[src/slurm16_mem_pkg.sv]
// Slurm16 memory subsystem shared widths, request struct, state encodings and bank helper
package slurm16_mem_pkg;

	localparam int CPU_WORD_BITS  = 16;	// Width of one CPU data word
	localparam int CPU_ADDR_BITS  = 16;	// Width of a CPU byte address
	localparam int WORD_ADDR_BITS = CPU_ADDR_BITS - 1;	// Byte address with the byte bit dropped
	localparam int WR_MASK_BITS   = 2;	// One enable per byte of a word

	typedef logic [CPU_WORD_BITS - 1:0]  cpu_word_t;	// Data word as seen by the CPU and the RAMs
	typedef logic [CPU_ADDR_BITS - 1:0]  cpu_addr_t;	// Byte address, top bit picks the bank
	typedef logic [WORD_ADDR_BITS - 1:0] word_addr_t;	// Word address, top bit still picks the bank
	typedef logic [WR_MASK_BITS - 1:0]   wr_mask_t;	// Bit 1 is the high byte and bit 0 the low byte

	// One memory request as it travels from a master through the arbiter to a bank
	typedef struct packed {
		logic       valid;	// Request is present this cycle
		logic       wr;	// Write when set, read otherwise
		wr_mask_t   wr_mask;	// Byte enables, only looked at on a write
		word_addr_t addr;	// Word address of the access
		cpu_word_t  data;	// Write data, ignored on a read
	} mem_req_t;

	// Sequencer states of the CPU memory interface
	typedef enum logic [3:0] {
		cpust_halt            = 4'd0,	// Asleep, nothing is fetched
		cpust_execute         = 4'd1,	// Fetching and running plain instructions
		cpust_wait_mem_ready1 = 4'd2,	// First penalty cycle after a bank change for a fetch
		cpust_wait_mem_ready2 = 4'd3,	// Asking for the new bank and waiting for the grant
		cpust_execute_load    = 4'd4,	// Load access to data memory
		cpust_wait_mem_load1  = 4'd5,	// First penalty cycle before a load in the other bank
		cpust_wait_mem_load2  = 4'd6,	// Waiting for the grant of the load bank
		cpust_execute_store   = 4'd7,	// Store access to data memory
		cpust_wait_mem_store1 = 4'd8,	// First penalty cycle before a store in the other bank
		cpust_wait_mem_store2 = 4'd9	// Waiting for the grant of the store bank
	} cpu_state_e;

	// Which master currently holds a bank
	typedef enum logic {
		OWNER_CPU = 1'b0,	// The CPU memory interface
		OWNER_EXT = 1'b1	// The external port, a DMA or video master
	} bank_owner_e;

	// The bank bit is the top bit of the word address
	function automatic logic bank_of(input word_addr_t addr);
		return addr[WORD_ADDR_BITS - 1];
	endfunction

endpackage

[src/slurm16_cpu_memory_interface.sv]
// Slurm16 CPU memory interface that sequences fetches, loads and stores across two banks
`timescale 1ns/10ps

module slurm16_cpu_memory_interface import slurm16_mem_pkg::*; (
	input  logic       CLK,
	input  logic       RSTb,

	input  logic       load_memory,	// Next access is a load
	input  logic       store_memory,	// Next access is a store
	input  logic       halt,	// Put the CPU to sleep
	input  logic       wake,	// Wake the CPU from halt

	input  cpu_addr_t  pc,	// Fetch address from the program counter
	input  cpu_addr_t  load_store_address,	// Data address of a load or store
	input  cpu_word_t  store_memory_data,	// Word to store
	input  wr_mask_t   store_memory_wr_mask,	// Byte enables of the store

	input  logic       memory_ready,	// Grant from the arbiter for the addressed bank
	output mem_req_t   cpu_req,	// Request towards the arbiter

	output logic       is_executing,	// Pipeline may advance this cycle
	output logic       is_fetching,	// Next cycle executes a plain fetch
	output logic       memory_is_instruction,	// Returning word comes from a fetch
	output cpu_addr_t  memory_address_prev_plus_two,	// Return address for calls
	output wr_mask_t   memory_wr_mask_delayed	// Mask one execute cycle older, for write back
);

	cpu_state_e state_r;	// Current sequencer state
	cpu_state_e state_next;	// State for the next cycle

	cpu_addr_t  addr_r;	// Byte address being issued now
	cpu_addr_t  next_addr;	// Byte address to issue next
	word_addr_t cur_word;	// Word form of the issued address
	word_addr_t next_word;	// Word form of the next address
	logic       bank_switch;	// Next access lands in the other bank

	cpu_word_t  store_data_r;	// Registered store word
	wr_mask_t   wr_mask_r;	// Registered store byte enables
	wr_mask_t   wr_mask_del_r;	// Byte enables from the executing cycle before
	logic       is_instr_r;	// Last access was an instruction fetch
	logic       is_instr_next;
	cpu_addr_t  prev_plus_two_r;	// Issued address plus two, one cycle late

	logic       exec;	// One of the three execute states
	logic       req_valid;	// Request valid for the current state
	logic       req_wr;	// Request is a write for the current state

	assign cur_word    = addr_r[CPU_ADDR_BITS - 1:1];	// Drop the byte bit
	assign next_word   = next_addr[CPU_ADDR_BITS - 1:1];
	assign bank_switch = bank_of(cur_word) != bank_of(next_word);	// Compare top address bits

	// Control registers
	always_ff @(posedge CLK) begin
		if (!RSTb) begin
			state_r       <= cpust_wait_mem_ready1;	// Start with the bank penalty then ask for a grant
			addr_r        <= '0;
			is_instr_r    <= 1'b0;
			wr_mask_r     <= 2'b11;
			wr_mask_del_r <= 2'b11;
		end else begin
			state_r    <= state_next;
			addr_r     <= next_addr;
			is_instr_r <= is_instr_next;
			if (exec) begin
				wr_mask_r     <= store_memory_wr_mask;	// Captured with the store request
				wr_mask_del_r <= wr_mask_r;	// Lines up with the word returning from memory
			end
		end
	end

	// Data path registers
	always_ff @(posedge CLK) begin
		if (exec)
			store_data_r <= store_memory_data;	// Word goes out in the following store state
		prev_plus_two_r <= addr_r + cpu_addr_t'(2);	// Address after the current instruction
	end

	// Sequencer where a bank change costs two cycles and a grant
	always_comb begin
		state_next    = state_r;
		is_instr_next = is_instr_r;
		case (state_r)
			cpust_halt: begin
				if (wake)
					state_next = cpust_wait_mem_ready1;	// Same start as after reset
			end
			cpust_execute: begin
				is_instr_next = 1'b1;	// Word in flight is an instruction
				if (halt)
					state_next = cpust_halt;
				else if (load_memory)
					state_next = bank_switch ? cpust_wait_mem_load1 : cpust_execute_load;
				else if (store_memory)
					state_next = bank_switch ? cpust_wait_mem_store1 : cpust_execute_store;
				else if (bank_switch)
					state_next = cpust_wait_mem_ready1;	// Fetch crosses into the other bank
			end
			cpust_wait_mem_ready1:
				state_next = cpust_wait_mem_ready2;
			cpust_wait_mem_ready2: begin
				if (memory_ready)
					state_next = cpust_execute;	// Grant came and the request is taken now
			end
			cpust_execute_load: begin
				is_instr_next = 1'b0;	// Word in flight is data
				if (!load_memory)
					state_next = bank_switch ? cpust_wait_mem_ready1 : cpust_execute;
				else if (bank_switch)
					state_next = cpust_wait_mem_load1;	// Back to back load in the other bank
			end
			cpust_wait_mem_load1:
				state_next = cpust_wait_mem_load2;
			cpust_wait_mem_load2: begin
				if (memory_ready)
					state_next = cpust_execute_load;
			end
			cpust_execute_store: begin
				is_instr_next = 1'b0;
				if (!store_memory)
					state_next = bank_switch ? cpust_wait_mem_ready1 : cpust_execute;
				else if (bank_switch)
					state_next = cpust_wait_mem_store1;
			end
			cpust_wait_mem_store1:
				state_next = cpust_wait_mem_store2;
			cpust_wait_mem_store2: begin
				if (memory_ready)
					state_next = cpust_execute_store;
			end
			default:
				state_next = cpust_halt;	// Park on an unknown encoding
		endcase
	end

	// The issued address only moves on when the pipeline advances
	always_comb begin
		next_addr = addr_r;
		if (exec) begin
			if (load_memory || store_memory)
				next_addr = load_store_address;
			else
				next_addr = pc;
		end
	end

	// Request strobes per state
	always_comb begin
		req_valid = 1'b0;
		req_wr    = 1'b0;
		case (state_r)
			cpust_execute, cpust_wait_mem_ready2,
			cpust_execute_load, cpust_wait_mem_load2:
				req_valid = 1'b1;	// Reads are held in the wait state until granted
			cpust_execute_store, cpust_wait_mem_store2: begin
				req_valid = 1'b1;
				req_wr    = 1'b1;
			end
			default: ;
		endcase
	end

	assign exec = (state_r == cpust_execute) || (state_r == cpust_execute_load) ||
		(state_r == cpust_execute_store);

	assign cpu_req.valid   = req_valid;
	assign cpu_req.wr      = req_wr;
	assign cpu_req.wr_mask = wr_mask_r;
	assign cpu_req.addr    = cur_word;
	assign cpu_req.data    = store_data_r;

	assign is_executing                 = exec;
	assign is_fetching                  = (state_next == cpust_execute);	// Looks one cycle ahead
	assign memory_is_instruction        = is_instr_r;
	assign memory_address_prev_plus_two = prev_plus_two_r;
	assign memory_wr_mask_delayed       = wr_mask_del_r;

	a_state_legal: assert property (@(posedge CLK) disable iff (!RSTb)
		state_r inside {cpust_halt, cpust_execute, cpust_wait_mem_ready1, cpust_wait_mem_ready2,
			cpust_execute_load, cpust_wait_mem_load1, cpust_wait_mem_load2,
			cpust_execute_store, cpust_wait_mem_store1, cpust_wait_mem_store2});

	a_wr_needs_valid: assert property (@(posedge CLK) disable iff (!RSTb)
		cpu_req.wr |-> cpu_req.valid);

endmodule

[config.mk]
export PLATFORM = sky130hd
export DESIGN_NAME = slurm16_cpu_memory_interface
export DESIGN_NICKNAME = d
export VERILOG_FILES = /design/src/slurm16_mem_pkg.sv /design/src/slurm16_cpu_memory_interface.sv
export SDC_FILE = /design/constraint.sdc
export NUM_CORES = 1
export LEC_CHECK = 0
export ABC_AREA = 1
export BUFFER_PORTS_ARGS = -buffer_cell sky130_fd_sc_hd__buf_2
export CAP_MARGIN = 20
export CORE_MARGIN = 4
export CORE_UTILIZATION = 48
export CTS_BUF_LIST = sky130_fd_sc_hd__clkbuf_8
export CTS_CLUSTER_DIAMETER = 100
export DETAILED_ROUTE_END_ITERATION = 7
export GPL_TIMING_DRIVEN = 0
export MAX_ROUTING_LAYER = met4
export PLACE_DENSITY = 0.81
export SYNTH_ARGS = -nofsm -noshare
export SYNTH_HDL_FRONTEND = slang
export SYNTH_SLANG_ARGS = --single-unit
[constraint.sdc]
create_clock -name CLK -period 2.6 [get_ports CLK]
set_clock_uncertainty 0.2 [all_clocks]
set_input_delay 0 -clock CLK [delete_from_list [all_inputs] [get_ports CLK]]
set_output_delay 0 -clock CLK [all_outputs]
set_load 0.05 [all_outputs]
; ---- Yosys cells after proc, flatten, opt, wreduce, memory -nomap -nowiden
; Index checks and enable logic that the tools add are counted.
; Widths: inputs -> output; s select.
[totals]
register_bits = 57
latch_bits = 0
ramBits = 0
romBits = 0
inputBits = 57
out_inout_bits = 56
wordCells = 49
mem_count = 0
[classes]
n_addsub = 1
multipliers = 0
n_div = 0
n_lt_le_gt_ge = 0
n_eq_ne = 11
shift = 0
mux = 21
bitwise = 0
n_reduce_logical = 8
[op_table]
columns = cell, count
row1 = $mux 4, 13
row2 = $pmux 4 s10, 1
row3 = $mux 16, 2
row4 = $add 16x2->16 const B, 1
row5 = $eq 4x3->1 const B, 4
row6 = $eq 4x1->1 const B, 2
row7 = $eq 4x2->1 const B, 2
row8 = $eq 4x4->1 const B, 2
row9 = $reduce_or 6->1, 1
row10 = $logic_not 4->1, 1
row11 = $reduce_or 2->1, 2
row12 = $logic_or 1x1->1, 3
row13 = $mux 1, 3
row14 = $mux 2, 1
row15 = $pmux 1 s2, 1
row16 = $reduce_bool 2->1, 1
row17 = $ne 1x1->1, 1

; ---- Depth between registers and ports, before layout
; Gate-level depths: netlist of the first run.
[logic_depth]
ltp_word = 11
depth_mapped = 12

; ---- Worst setup path before layout of the first run
; Ideal clock, no wire load.
[synth_timing]
kind = register to output
startpoint = register state_r[2]
endpoint = output port is_fetching
t_arrival_ns = 1.922
slack_ns = 0.478
path_stages_with_launch = 13
path_cell_list = dfxtp_1 > inv_1 > nor2_2 > nand2_1 > nand3_4 > nand3_4 > nand2_4 > nand2_2 > nand2_1 > nand2_1 > nor2_1 > nand3_1 > nor2_1
[synth_between]
elab_chain_cells = 11
word_cells_on_any_way = 31
[synth_rtl]
columns = element, line_no
row1 = from (decl), slurm16_cpu_memory_interface.sv:28  ; cpu_state_e state_r;
row2 = from (signal assigned), slurm16_cpu_memory_interface.sv:55  ; state_r <= cpust_wait_mem_ready1;
row3 = from (signal assigned), slurm16_cpu_memory_interface.sv:61  ; state_r <= state_next;
row4 = $eq 4x1->1 or $eq 4x3->1 (tied branches), "slurm16_cpu_memory_interface.sv:82, slurm16_cpu_memory_interface.sv:162"
row5 = $logic_or 1x1->1 (2 in series), slurm16_cpu_memory_interface.sv:162  ; assign exec = (state_r == cpust_execute) || (state_r == cpust_execute_load) ||
row6 = $mux 16, slurm16_cpu_memory_interface.sv:138  ; if (exec) begin
row7 = $ne 1x1->1, slurm16_cpu_memory_interface.sv:50  ; assign bank_switch = bank_of(cur_word) != bank_of(next_word);
row8 = "$mux 4, on equally long branches", "slurm16_cpu_memory_interface.sv:95, slurm16_cpu_memory_interface.sv:94"
row9 = $mux 4, slurm16_cpu_memory_interface.sv:93  ; else if (store_memory)
row10 = $mux 4, slurm16_cpu_memory_interface.sv:91  ; else if (load_memory)
row11 = $mux 4, slurm16_cpu_memory_interface.sv:89  ; if (halt)
row12 = $pmux 4 s10 (*), slurm16_cpu_memory_interface.sv:82  ; case (state_r)
row13 = $eq 4x1->1 (*), slurm16_cpu_memory_interface.sv:172  ; assign is_fetching = (state_next == cpust_execute);
row14 = to (decl), slurm16_cpu_memory_interface.sv:22  ; output logic is_fetching,
; Mark *: on every way between the ends. The rest lies on a longest branch, timed or not.

; ---- Worst setup path after layout of the first run
[layout_timing]
startpoint = register state_r[2]
endpoint = output port is_executing
[layout_between]
elab_chain_cells = 3
word_cells_on_any_way = 5
[layout_rtl]
columns = element, line_no
row1 = $eq 4x1->1 or $eq 4x3->1 (tied branches), slurm16_cpu_memory_interface.sv:162
row2 = $logic_or 1x1->1, slurm16_cpu_memory_interface.sv:162
row3 = $logic_or 1x1->1 (*), slurm16_cpu_memory_interface.sv:162
row4 = to (decl), slurm16_cpu_memory_interface.sv:21  ; output logic is_executing,
; Marked as above.

==> flow_metrics.py, run 1 <==
metrics = {
    "finish": {
        "area_delta_synth_final_pct": 56.7,
        "layout-drive-gt1-share": 0.358,
        "fillCellCount": 357,
        "diodes": 0,
        "nets": 505,
    },
    "route": {
        "vias": 2545,
        "avgRoutedWirePerCell_um": 14.3,
        "drt-total-wl_um": 7440,
        "routed_via_density": 4.88,
        "drcViolationCount": 0,
        "ant_nets": 0,
        "drt_first_pass_iters": 4,
        "drt_iter0_markers": 98,
    },
    "pwr": {
        "p_per_area_mw_per_mm2": 628,
        "power_leakage_nw": 1.94,
        "ir_drop_uv": 399,
    },
    "yosys": {
        "ys_seq_area_frac": 0.518,
        "synth.distinct_cells": 30,
        "syn_inst": 266,
        "muxShareOfSynthArea": 0.0597,
        "synth_compound_area_frac": 0.0926,
        "synthTopCellsByArea": "dfxtp_1, edfxtp_1, mux2i_1, nand2_1, buf_4",
        "synth_top_family_by_area": "simple AND/OR/NAND/NOR gates",
        "yosys.area_share.simple": 0.184,
        "syn-num-nets": 324,
        "yosys_warnings": 0,
        "yosysTopAreaCell": "dfxtp_1",
        "synth_xor_area_frac": 0.0453,
        "netlist_area_mm2": 0.00251,
        "synth_top_area_frac": 0.327,
        "synthAdderAreaFrac": 0.00498,
        "syn_avg_cell_area_um2": 9.45,
        "ys_ff_latch": 57,
    },
    "global_routing": {
        "antenna_found_initial": 0,
        "grt_pass1_wl_um": 11700,
        "grt_pass1_vias": 2573,
        "grt.overflow.total": 0,
        "grt_max_degree": 27,
        "grt_use_total": 0.247,
    },
    "sta": {
        "fin_crit_ns": 2.38,
        "slew_headroom": 0.669,
        "hold_viol_final": 0,
        "slew_violations": 0,
        "finalWorstSetupSlack_ns": 0.215,
        "setup_violations": 0,
        "max_freq_mhz": 419,
        "worstMarginPinSlew_ns": 0.497,
        "hold_slack_ns": 0.163,
        "timing.final.crit_share": 0.917,
    },
    "worst_setup_path": {
        "arrival_ns": 2.18,
        "cpMostUsedCell": "buf_2",
        "crit_chain": "inv_1 > nor2_2 > nand2_1 > nand3_4 > buf_2 > clkbuf_4 > buf_2",
        "cp.required_ns": 2.40,
        "worst-r2r-setup-slack_ns": 0.26,
        "slowest_delay_ns": 0.38,
        "crit_fanout": 26,
        "start_kind": "flop",
        "slowest_stage": "clkbuf_4",
        "cp-end-kind": "primary output",
        "critPathKind": "flop to primary output",
    },
    "clocking": {
        "cts_buffer_depth": 2,
        "post-cts-setup-buffers": 0,
        "clk_latency_ns": 0.33,
        "cts_sinks": 57,
        "numCtsBuffers": 9,
        "cts_tree": "yes",
        "clkTransAtPathRegs_ns": 0.06,
        "cts-root-buf": "clkbuf_8",
        "cts_max_level": 3,
    },
    "placed_design": {
        "dpl_worst_slack_ns": 0.405,
        "finalWeightedCongestion": 0.827,
        "port_buffers": 112,
        "dp_hpwl_um": 4560,
    },
    "min_path": {
        "hp-class": "flop to flop",
    },
    "die": {
        "dieWidth_um": 80.4,
        "coreArea_mm2": 0.00511,
        "row_count": 26,
        "pin_count": 113,
        "dieArea_mm2": 0.00646,
        "start_util": 0.492,
        "die_h_um": 80.4,
    },
    "run_status": {
        "outcome": "finished, final reports clean",
    },
    "flow_run": {
        "max_cap_violations": 0,
    },
}
state kept, by name, summed over array words and instances, names as in the netlist:
signal / flops
memory_address_prev_plus_two: 16
addr_r: 16
store_data_r: 16
state_r: 4
memory_is_instruction: 1
memory_wr_mask_delayed: 2
wr_mask_r: 2
cells by family after synthesis:
group / after synthesis
simple gates: 90
flops: 57
buf+inv: 46
compound gates: 44
mux: 15
xor+xnor: 13
fa+ha+maj: 1
final timing paths:
| kind | from | to | cells after the start |
|---|---|---|---|
| worst min-delay path | addr_r[0] | memory_address_prev_plus_two[0] | 0 |
| worst max-delay path | state_r[2] | is_executing | 7 |
| worst max register to register | state_r[2] | wr_mask_r[1] | 9 |
| worst min register to register | addr_r[0] | memory_address_prev_plus_two[0] | 0 |
placed cells by master, fill, tap and decap left out, types with 3 or more instances in the layout:
cell type,instances
nor2_1,15
nand3_1,21
o21ai_0,19
a21oi_1,20
clkbuf_1,3
mux2i_1,15
edfxtp_1,16
nor2_2,3
clkbuf_8,10
nand2_1,35
dfxtp_1,41
nand3_4,3
inv_1,23
xor2_1,11
buf_2,114
buf_4,17
dlygate4sd3_1,58
clkinv_2,3
nand2_2,4
worst max-delay path: cells and delay by family (launching register included):
kind                   cells  cell delay [ns]
buffers and inverters      4             1.02
flip-flops                 1             0.36
AND/OR/NAND/NOR            3             0.48
cell usage after synthesis:
cell type / number
clkbuf_1: 3
o211ai_1: 1
dfxtp_1: 41
a21oi_1: 20
nor2_4: 1
nor2_1: 16
nand2_4: 1
nand3_1: 21
inv_2: 1
o21bai_1: 2
xnor2_1: 2
nand3_4: 3
xor2_1: 11
edfxtp_1: 16
nor3_1: 1
nand2_1: 35
nand2_2: 4
nor2_2: 2
mux2i_1: 15
nor3b_2: 1
nor3_2: 1
buf_2: 4
or2_1: 2
buf_4: 17
nand4_1: 2
o21ai_0: 19
a21o_1: 1
ha_1: 1
a211oi_1: 1
inv_1: 21
layout make-up:
class,count,area (um2),share of cell area
plain buffers,24,161,0.0410
clock buffers,10,138,0.0349
clock inverters,6,52.6,0.0133
inverters,22,82.6,0.0210
multi-input cells,163,973,0.247
flip-flops and latches,57,1300,0.330
well taps,70,87.6,0.0222
repair buffers,170,1140,0.290
metrics by stage:
| stage | utilization | area, um2 | setup TNS, ns | power (mW) | std cells |
|---|---|---|---|---|---|
| detailed placement | 0.619 | 3160 | 0 | 1.61 | 448 |
| global route | 0.771 | 3940 | -0.000741 | 2.58 | 522 |
| finish | 0.771 | 3940 | 0 | 2.48 | 522 |
| floorplan | - | 2510 | 0 | 1.46 | 266 |
| global placement | 0.619 | 3160 | 0 | 1.60 | 448 |
| CTS | 0.770 | 3930 | 0 | 2.47 | 522 |
what timing repair did:
action,in CTS,in global routing
setup endpoints to repair,0,2
resized for setup,0,3
hold buffers,58,0
endpoints found under the hold margin,40,0
per-layer routing:
layer | GRT usage | wire length (um)
met5 | - | 0
met3 | 0.0650 | 582
met4 | 0.135 | 332
met1 | 0.252 | 2750
met2 | 0.431 | 3780
report_power, final:
group | switching (mW) | internal (mW)
Combinational | 0.419 | 0.231
Clock | 0.338 | 0.456
Sequential | 0.0458 | 0.985
No activity file was read; power rests on OpenSTA's default activity.
==> inputs of run 2 (changes only) <==
--- a/config.mk
+++ b/config.mk
@@ -5,17 +5,16 @@
 export SDC_FILE = /design/constraint.sdc
 export NUM_CORES = 1
 export LEC_CHECK = 0
-export ABC_AREA = 1
 export BUFFER_PORTS_ARGS = -buffer_cell sky130_fd_sc_hd__buf_2
 export CAP_MARGIN = 20
 export CORE_MARGIN = 4
-export CORE_UTILIZATION = 48
+export CORE_UTILIZATION = 49
 export CTS_BUF_LIST = sky130_fd_sc_hd__clkbuf_8
 export CTS_CLUSTER_DIAMETER = 100
 export DETAILED_ROUTE_END_ITERATION = 7
 export GPL_TIMING_DRIVEN = 0
 export MAX_ROUTING_LAYER = met4
-export PLACE_DENSITY = 0.81
+export PLACE_DENSITY = 0.82
 export SYNTH_ARGS = -nofsm -noshare
 export SYNTH_HDL_FRONTEND = slang
 export SYNTH_SLANG_ARGS = --single-unit
==> flow_metrics.py, run 2 <==
metrics = {
    "run_status": {
        "outcome": "finished, final reports clean",
    },
    "pwr": {
        "p_per_area_mw_per_mm2": 547,
        "ir_drop_uv": 347,
        "power_leakage_nw": 1.91,
    },
    "die": {
        "pin_count": 113,
        "dieArea_mm2": 0.00649,
        "start_util": 0.505,
        "die_h_um": 80.5,
        "dieWidth_um": 80.5,
        "row_count": 26,
        "coreArea_mm2": 0.00511,
    },
    "route": {
        "ant_nets": 0,
        "drt-total-wl_um": 8260,
        "drt_iter0_markers": 172,
        "drt_first_pass_iters": 5,
        "routed_via_density": 5.22,
        "avgRoutedWirePerCell_um": 16.0,
        "drcViolationCount": 0,
        "vias": 2688,
    },
    "placed_design": {
        "finalWeightedCongestion": 0.923,
        "dpl_worst_slack_ns": 0.114,
        "dpl-instance-area_mm2": 0.00323,
        "dpl.cell_count": 442,
        "port_buffers": 112,
        "dp_hpwl_um": 4950,
    },
    "worst_setup_path": {
        "crit_fanout": 4,
        "critPathKind": "input port to primary output",
        "arrival_ns": 2.33,
        "cp.required_ns": 2.40,
        "cp-end-kind": "primary output",
        "start_kind": "input port",
    },
    "yosys": {
        "synth_most_common_cell": "dfxtp_1",
        "yosysTopAreaCell": "dfxtp_1",
        "ys_seq_area_frac": 0.505,
        "yosys_warnings": 0,
        "netlist_area_mm2": 0.00258,
        "syn-num-nets": 318,
        "synthTopCellsByArea": "dfxtp_1, edfxtp_1, o211a_1, buf_4, o21ai_0",
        "synth_top_family_by_area": "simple AND/OR/NAND/NOR gates",
        "synthFlopType": "dfxtp_1",
        "synth_common_cells": "dfxtp_1, nand2_1, o21ai_0",
        "synthAdderAreaFrac": 0.00485,
        "synth.distinct_cells": 42,
        "syn_inst": 260,
        "synth_compound_area_frac": 0.166,
        "synth_xor_area_frac": 0.0442,
        "yosys.area_share.simple": 0.181,
        "syn_avg_cell_area_um2": 9.92,
        "synth_top_area_frac": 0.318,
        "ys_async_sr_fraction": 0,
        "ys_ff_latch": 57,
        "muxShareOfSynthArea": 0.0194,
        "synth-edff-count": 16,
    },
    "global_routing": {
        "grt_pass1_vias": 2587,
        "grt_use_total": 0.266,
        "grt_pass1_wl_um": 12700,
        "grt_max_degree": 27,
        "grt.overflow.total": 0,
        "antenna_found_initial": 0,
    },
    "finish": {
        "final_common_cell": "buf_2",
        "area_delta_synth_final_pct": 55.6,
        "nets": 498,
        "diodes": 0,
        "final_cells": 515,
        "final_cell_mix": "buf_2, dlygate4sd3_1, dfxtp_1",
        "layout-drive-gt1-share": 0.348,
        "fillCellCount": 343,
        "post-route-cell-area_mm2": 0.00401,
    },
    "clocking": {
        "cts_buffer_depth": 2,
        "numCtsBuffers": 9,
        "cts_tree": "yes",
        "cts_max_level": 3,
        "clk_latency_ns": 0.34,
        "cts-root-buf": "clkbuf_8",
        "cts_sinks": 57,
        "clkTransAtPathRegs_ns": 0.06,
    },
    "sta": {
        "slew_headroom": 0.672,
        "setup_violations": 0,
        "fin_crit_ns": 2.53,
        "hold_viol_final": 0,
        "rsz0062_at_grt": "no",
        "worstMarginPinSlew_ns": 0.492,
        "timing.final.crit_share": 0.973,
        "tns_ns": 0,
        "slew_violations": 0,
        "max_freq_mhz": 395,
        "finalWorstSetupSlack_ns": 0.0706,
    },
    "min_path": {
        "hp-class": "input port to flop",
    },
    "flow_run": {
        "max_cap_violations": 0,
    },
}
==> run 2: routing by layer <==
layer,up-vias,part of all wire,track usage
li1,1281,-,-
met1,1227,0.37,0.297
met2,158,0.52,0.460
met3,22,0.094,0.0605
met4,0,0.023,0.106
met5,-,0,-
==> run 2: kinds of logic (layout without fill, tap and decap cells) <==
kind of cell	count (synthesis)	after routing
simple gates	89	89
fa+ha+maj	1	1
flops	57	57
mux	5	5
buf+inv	35	220
xor+xnor	13	13
compound gates	60	60
==> run 2: worst paths after layout <==
| kind | cells after the start | end | start | slack, ns |
|---|---|---|---|---|
| setup / recovery | 8 | is_fetching | store_memory | 0.07 |
| hold / removal | 4 | addr_r[15] | pc[15] | 0.03 |
| setup reg to reg | 6 | wr_mask_r[0] | state_r[1] | 0.22 |
| hold reg to reg | 0 | memory_address_prev_plus_two[0] | addr_r[0] | 0.16 |
==> run 2: power breakdown <==
part	switching (mW)	total (mW)	internal, mW
Clock	0.335	0.689	0.354
Sequential	0.0355	0.998	0.962
Combinational	0.307	0.506	0.200
Total	0.677	2.19	1.52
==> run 2: timing repair <==
action / 4_1_cts / 5_1_grt
hold buffers: 56 / 0
pin swaps: 0 / 1
setup buffers: 0 / 1
gates resized for setup: 6 / 8
setup endpoints to repair: 2 / 7
endpoints found under the hold margin: 41 / 0
==> run 2: cell type report <==
cell class / instances / area, um2 / share of cell area
clock buffers: 10 / 138 / 0.0343
flip-flops and latches: 57 / 1300 / 0.325
clock inverters: 6 / 26.3 / 0.00655
well taps: 70 / 87.6 / 0.0218
repair buffers: 169 / 1130 / 0.283
multi-input cells: 168 / 1110 / 0.276
inverters: 3 / 11.3 / 0.00281
plain buffers: 32 / 203 / 0.0505
==> run 2: through the flow <==
| stage | utilization | power (mW) | hold WS [ns] |
|---|---|---|---|
| 6_report | 0.785 | 2.19 | 0.0289 |
| 5_1_grt | 0.785 | 2.28 | 0.0579 |
| 4_1_cts | 0.779 | 2.18 | 0.0145 |
| 3_5_place_dp | 0.632 | 1.43 | -0.0212 |
| 3_3_place_gp | 0.632 | 1.43 | -0.0226 |
| 2_1_floorplan | - | 1.31 | -0.101 |
==> run 2: worst max-delay path, cell delays in order <==
cell and delay [ns]:
dlygate4sd3_1 0.54, buf_2 0.15, or3b_4 0.40, and3b_4 0.20, or3b_1 0.37, a32o_1 0.31, and4_1 0.20, buf_6 0.15
==> inputs of run 3 (changes only) <==
--- a/config.mk
+++ b/config.mk
@@ -14,7 +14,7 @@
 export DETAILED_ROUTE_END_ITERATION = 7
 export GPL_TIMING_DRIVEN = 0
 export MAX_ROUTING_LAYER = met4
-export PLACE_DENSITY = 0.82
+export PLACE_DENSITY = 0.89
 export SYNTH_ARGS = -nofsm -noshare
 export SYNTH_HDL_FRONTEND = slang
 export SYNTH_SLANG_ARGS = --single-unit
==> flow_metrics.py, run 3 (synthesized netlist as in run 2, its figures left out) <==
metrics = {
    "flow_run": {
        "max_cap_violations": 0,
    },
    "finish": {
        "final_cell_mix": "buf_2, dlygate4sd3_1, dfxtp_1",
        "area_delta_synth_final_pct": 57.1,
        "multi_input_area_mm2": 0.00111,
        "fillCellCount": 321,
        "nets": 497,
        "layout-drive-gt1-share": 0.356,
        "final_common_cell": "buf_2",
        "regArea_mm2": 0.00130,
        "final_cells": 515,
    },
    "die": {
        "row_count": 26,
        "die_h_um": 80.5,
        "dieWidth_um": 80.5,
        "start_util": 0.505,
        "dieArea_mm2": 0.00649,
        "coreArea_mm2": 0.00511,
        "pin_count": 113,
    },
    "sta": {
        "rsz0062_at_grt": "no",
        "hold_viol_final": 0,
        "setup_violations": 0,
        "tns_ns": 0,
        "finalWorstSetupSlack_ns": 0.101,
        "timing.final.crit_share": 0.961,
        "slew_violations": 0,
        "fin_crit_ns": 2.50,
        "max_freq_mhz": 400,
        "slew_headroom": 0.634,
        "worstMarginPinSlew_ns": 0.549,
    },
    "route": {
        "ant_nets": 0,
        "drt_iter0_markers": 134,
        "vias": 2739,
        "drcViolationCount": 0,
        "routed_via_density": 5.32,
        "drt_first_pass_iters": 5,
        "avgRoutedWirePerCell_um": 16.6,
        "drt-total-wl_um": 8560,
    },
    "clocking": {
        "clkTransAtPathRegs_ns": 0.06,
        "numCtsBuffers": 9,
        "cts_tree": "yes",
        "cts_max_level": 3,
        "cts-root-buf": "clkbuf_8",
        "cts_buffer_depth": 2,
        "cts_sinks": 57,
        "clk_latency_ns": 0.33,
    },
    "global_routing": {
        "grt_pass1_vias": 2717,
        "antenna_found_initial": 0,
        "grt_pass1_wl_um": 13100,
        "grt.overflow.total": 0,
        "grt_max_degree": 27,
        "grt_use_total": 0.275,
    },
    "worst_setup_path": {
        "start_kind": "input port",
        "cp-end-kind": "primary output",
        "cp.required_ns": 2.40,
        "critPathKind": "input port to primary output",
        "crit_fanout": 4,
        "arrival_ns": 2.30,
    },
    "placed_design": {
        "port_buffers": 112,
        "dpl_worst_slack_ns": 0.118,
        "finalWeightedCongestion": 0.931,
        "dpl.cell_count": 442,
        "dp_hpwl_um": 4970,
    },
    "run_status": {
        "outcome": "finished, final reports clean",
    },
    "pwr": {
        "ir_drop_uv": 372,
        "power_leakage_nw": 1.93,
        "p_per_area_mw_per_mm2": 588,
    },
    "min_path": {
        "hp-class": "input port to flop",
    },
}
run 3: final timing paths:
kind,depth (start not counted),end,start,slack (ns)
setup / recovery,8,is_fetching,store_memory,0.10
hold / removal,4,addr_r[15],load_memory,0.05
setup reg to reg,6,wr_mask_r[1],state_r[1],0.17
hold reg to reg,0,memory_address_prev_plus_two[0],addr_r[0],0.17
run 3: per-stage QoR:
stage | hold slack [ns] | util | power [mW] | area, um2
floorplan | -0.101 | - | 1.31 | 2580
detailed placement | -0.0216 | 0.632 | 1.43 | 3230
finish | 0.0481 | 0.793 | 2.38 | 4050
global placement | -0.0230 | 0.632 | 1.43 | 3230
CTS | 0.00831 | 0.785 | 2.37 | 4010
global route | 0.0591 | 0.793 | 2.47 | 4050
run 3: timing repair:
item,CTS,global route
cloned,0,0
hold endpoints to repair,40,0
setup buffers,1,0
hold buffers,55,0
endpoints found under the setup margin,2,6
gates resized for setup,5,9
run 3: layout make-up:
type                       instances  share of cell area
sequential                        57               0.322
timing repair buffer             168               0.278
multi-input combinational        168               0.273
buffer                            32              0.0500
clock buffer                       9              0.0306
tap                               70              0.0216
clock inverter                     7              0.0213
inverter                           3             0.00278
antenna                            1            0.000618
run 3: power by group:
group	switching [mW]	total [mW]	internal, mW	leakage, nW
logic	0.308	0.506	0.199	1.34
clock network	0.347	0.877	0.531	0.112
registers	0.0376	1.00	0.962	0.480
total	0.692	2.38	1.69	1.93
run 3: routing by layer:
layer / global-route usage / wire, um / vias up
li1: - / - / 1286
met1: 0.288 / 3220 / 1275
met2: 0.502 / 4420 / 153
met3: 0.0549 / 671 / 25
met4: 0.113 / 238 / 0
met5: - / 0 / -
run 3: worst max-delay path: stages:
cell and delay (ns):
dlygate4sd3_1 0.54, buf_2 0.14, or3b_4 0.40, and3b_4 0.21, or3b_1 0.36, a32o_1 0.29, and4_1 0.19, buf_6 0.15
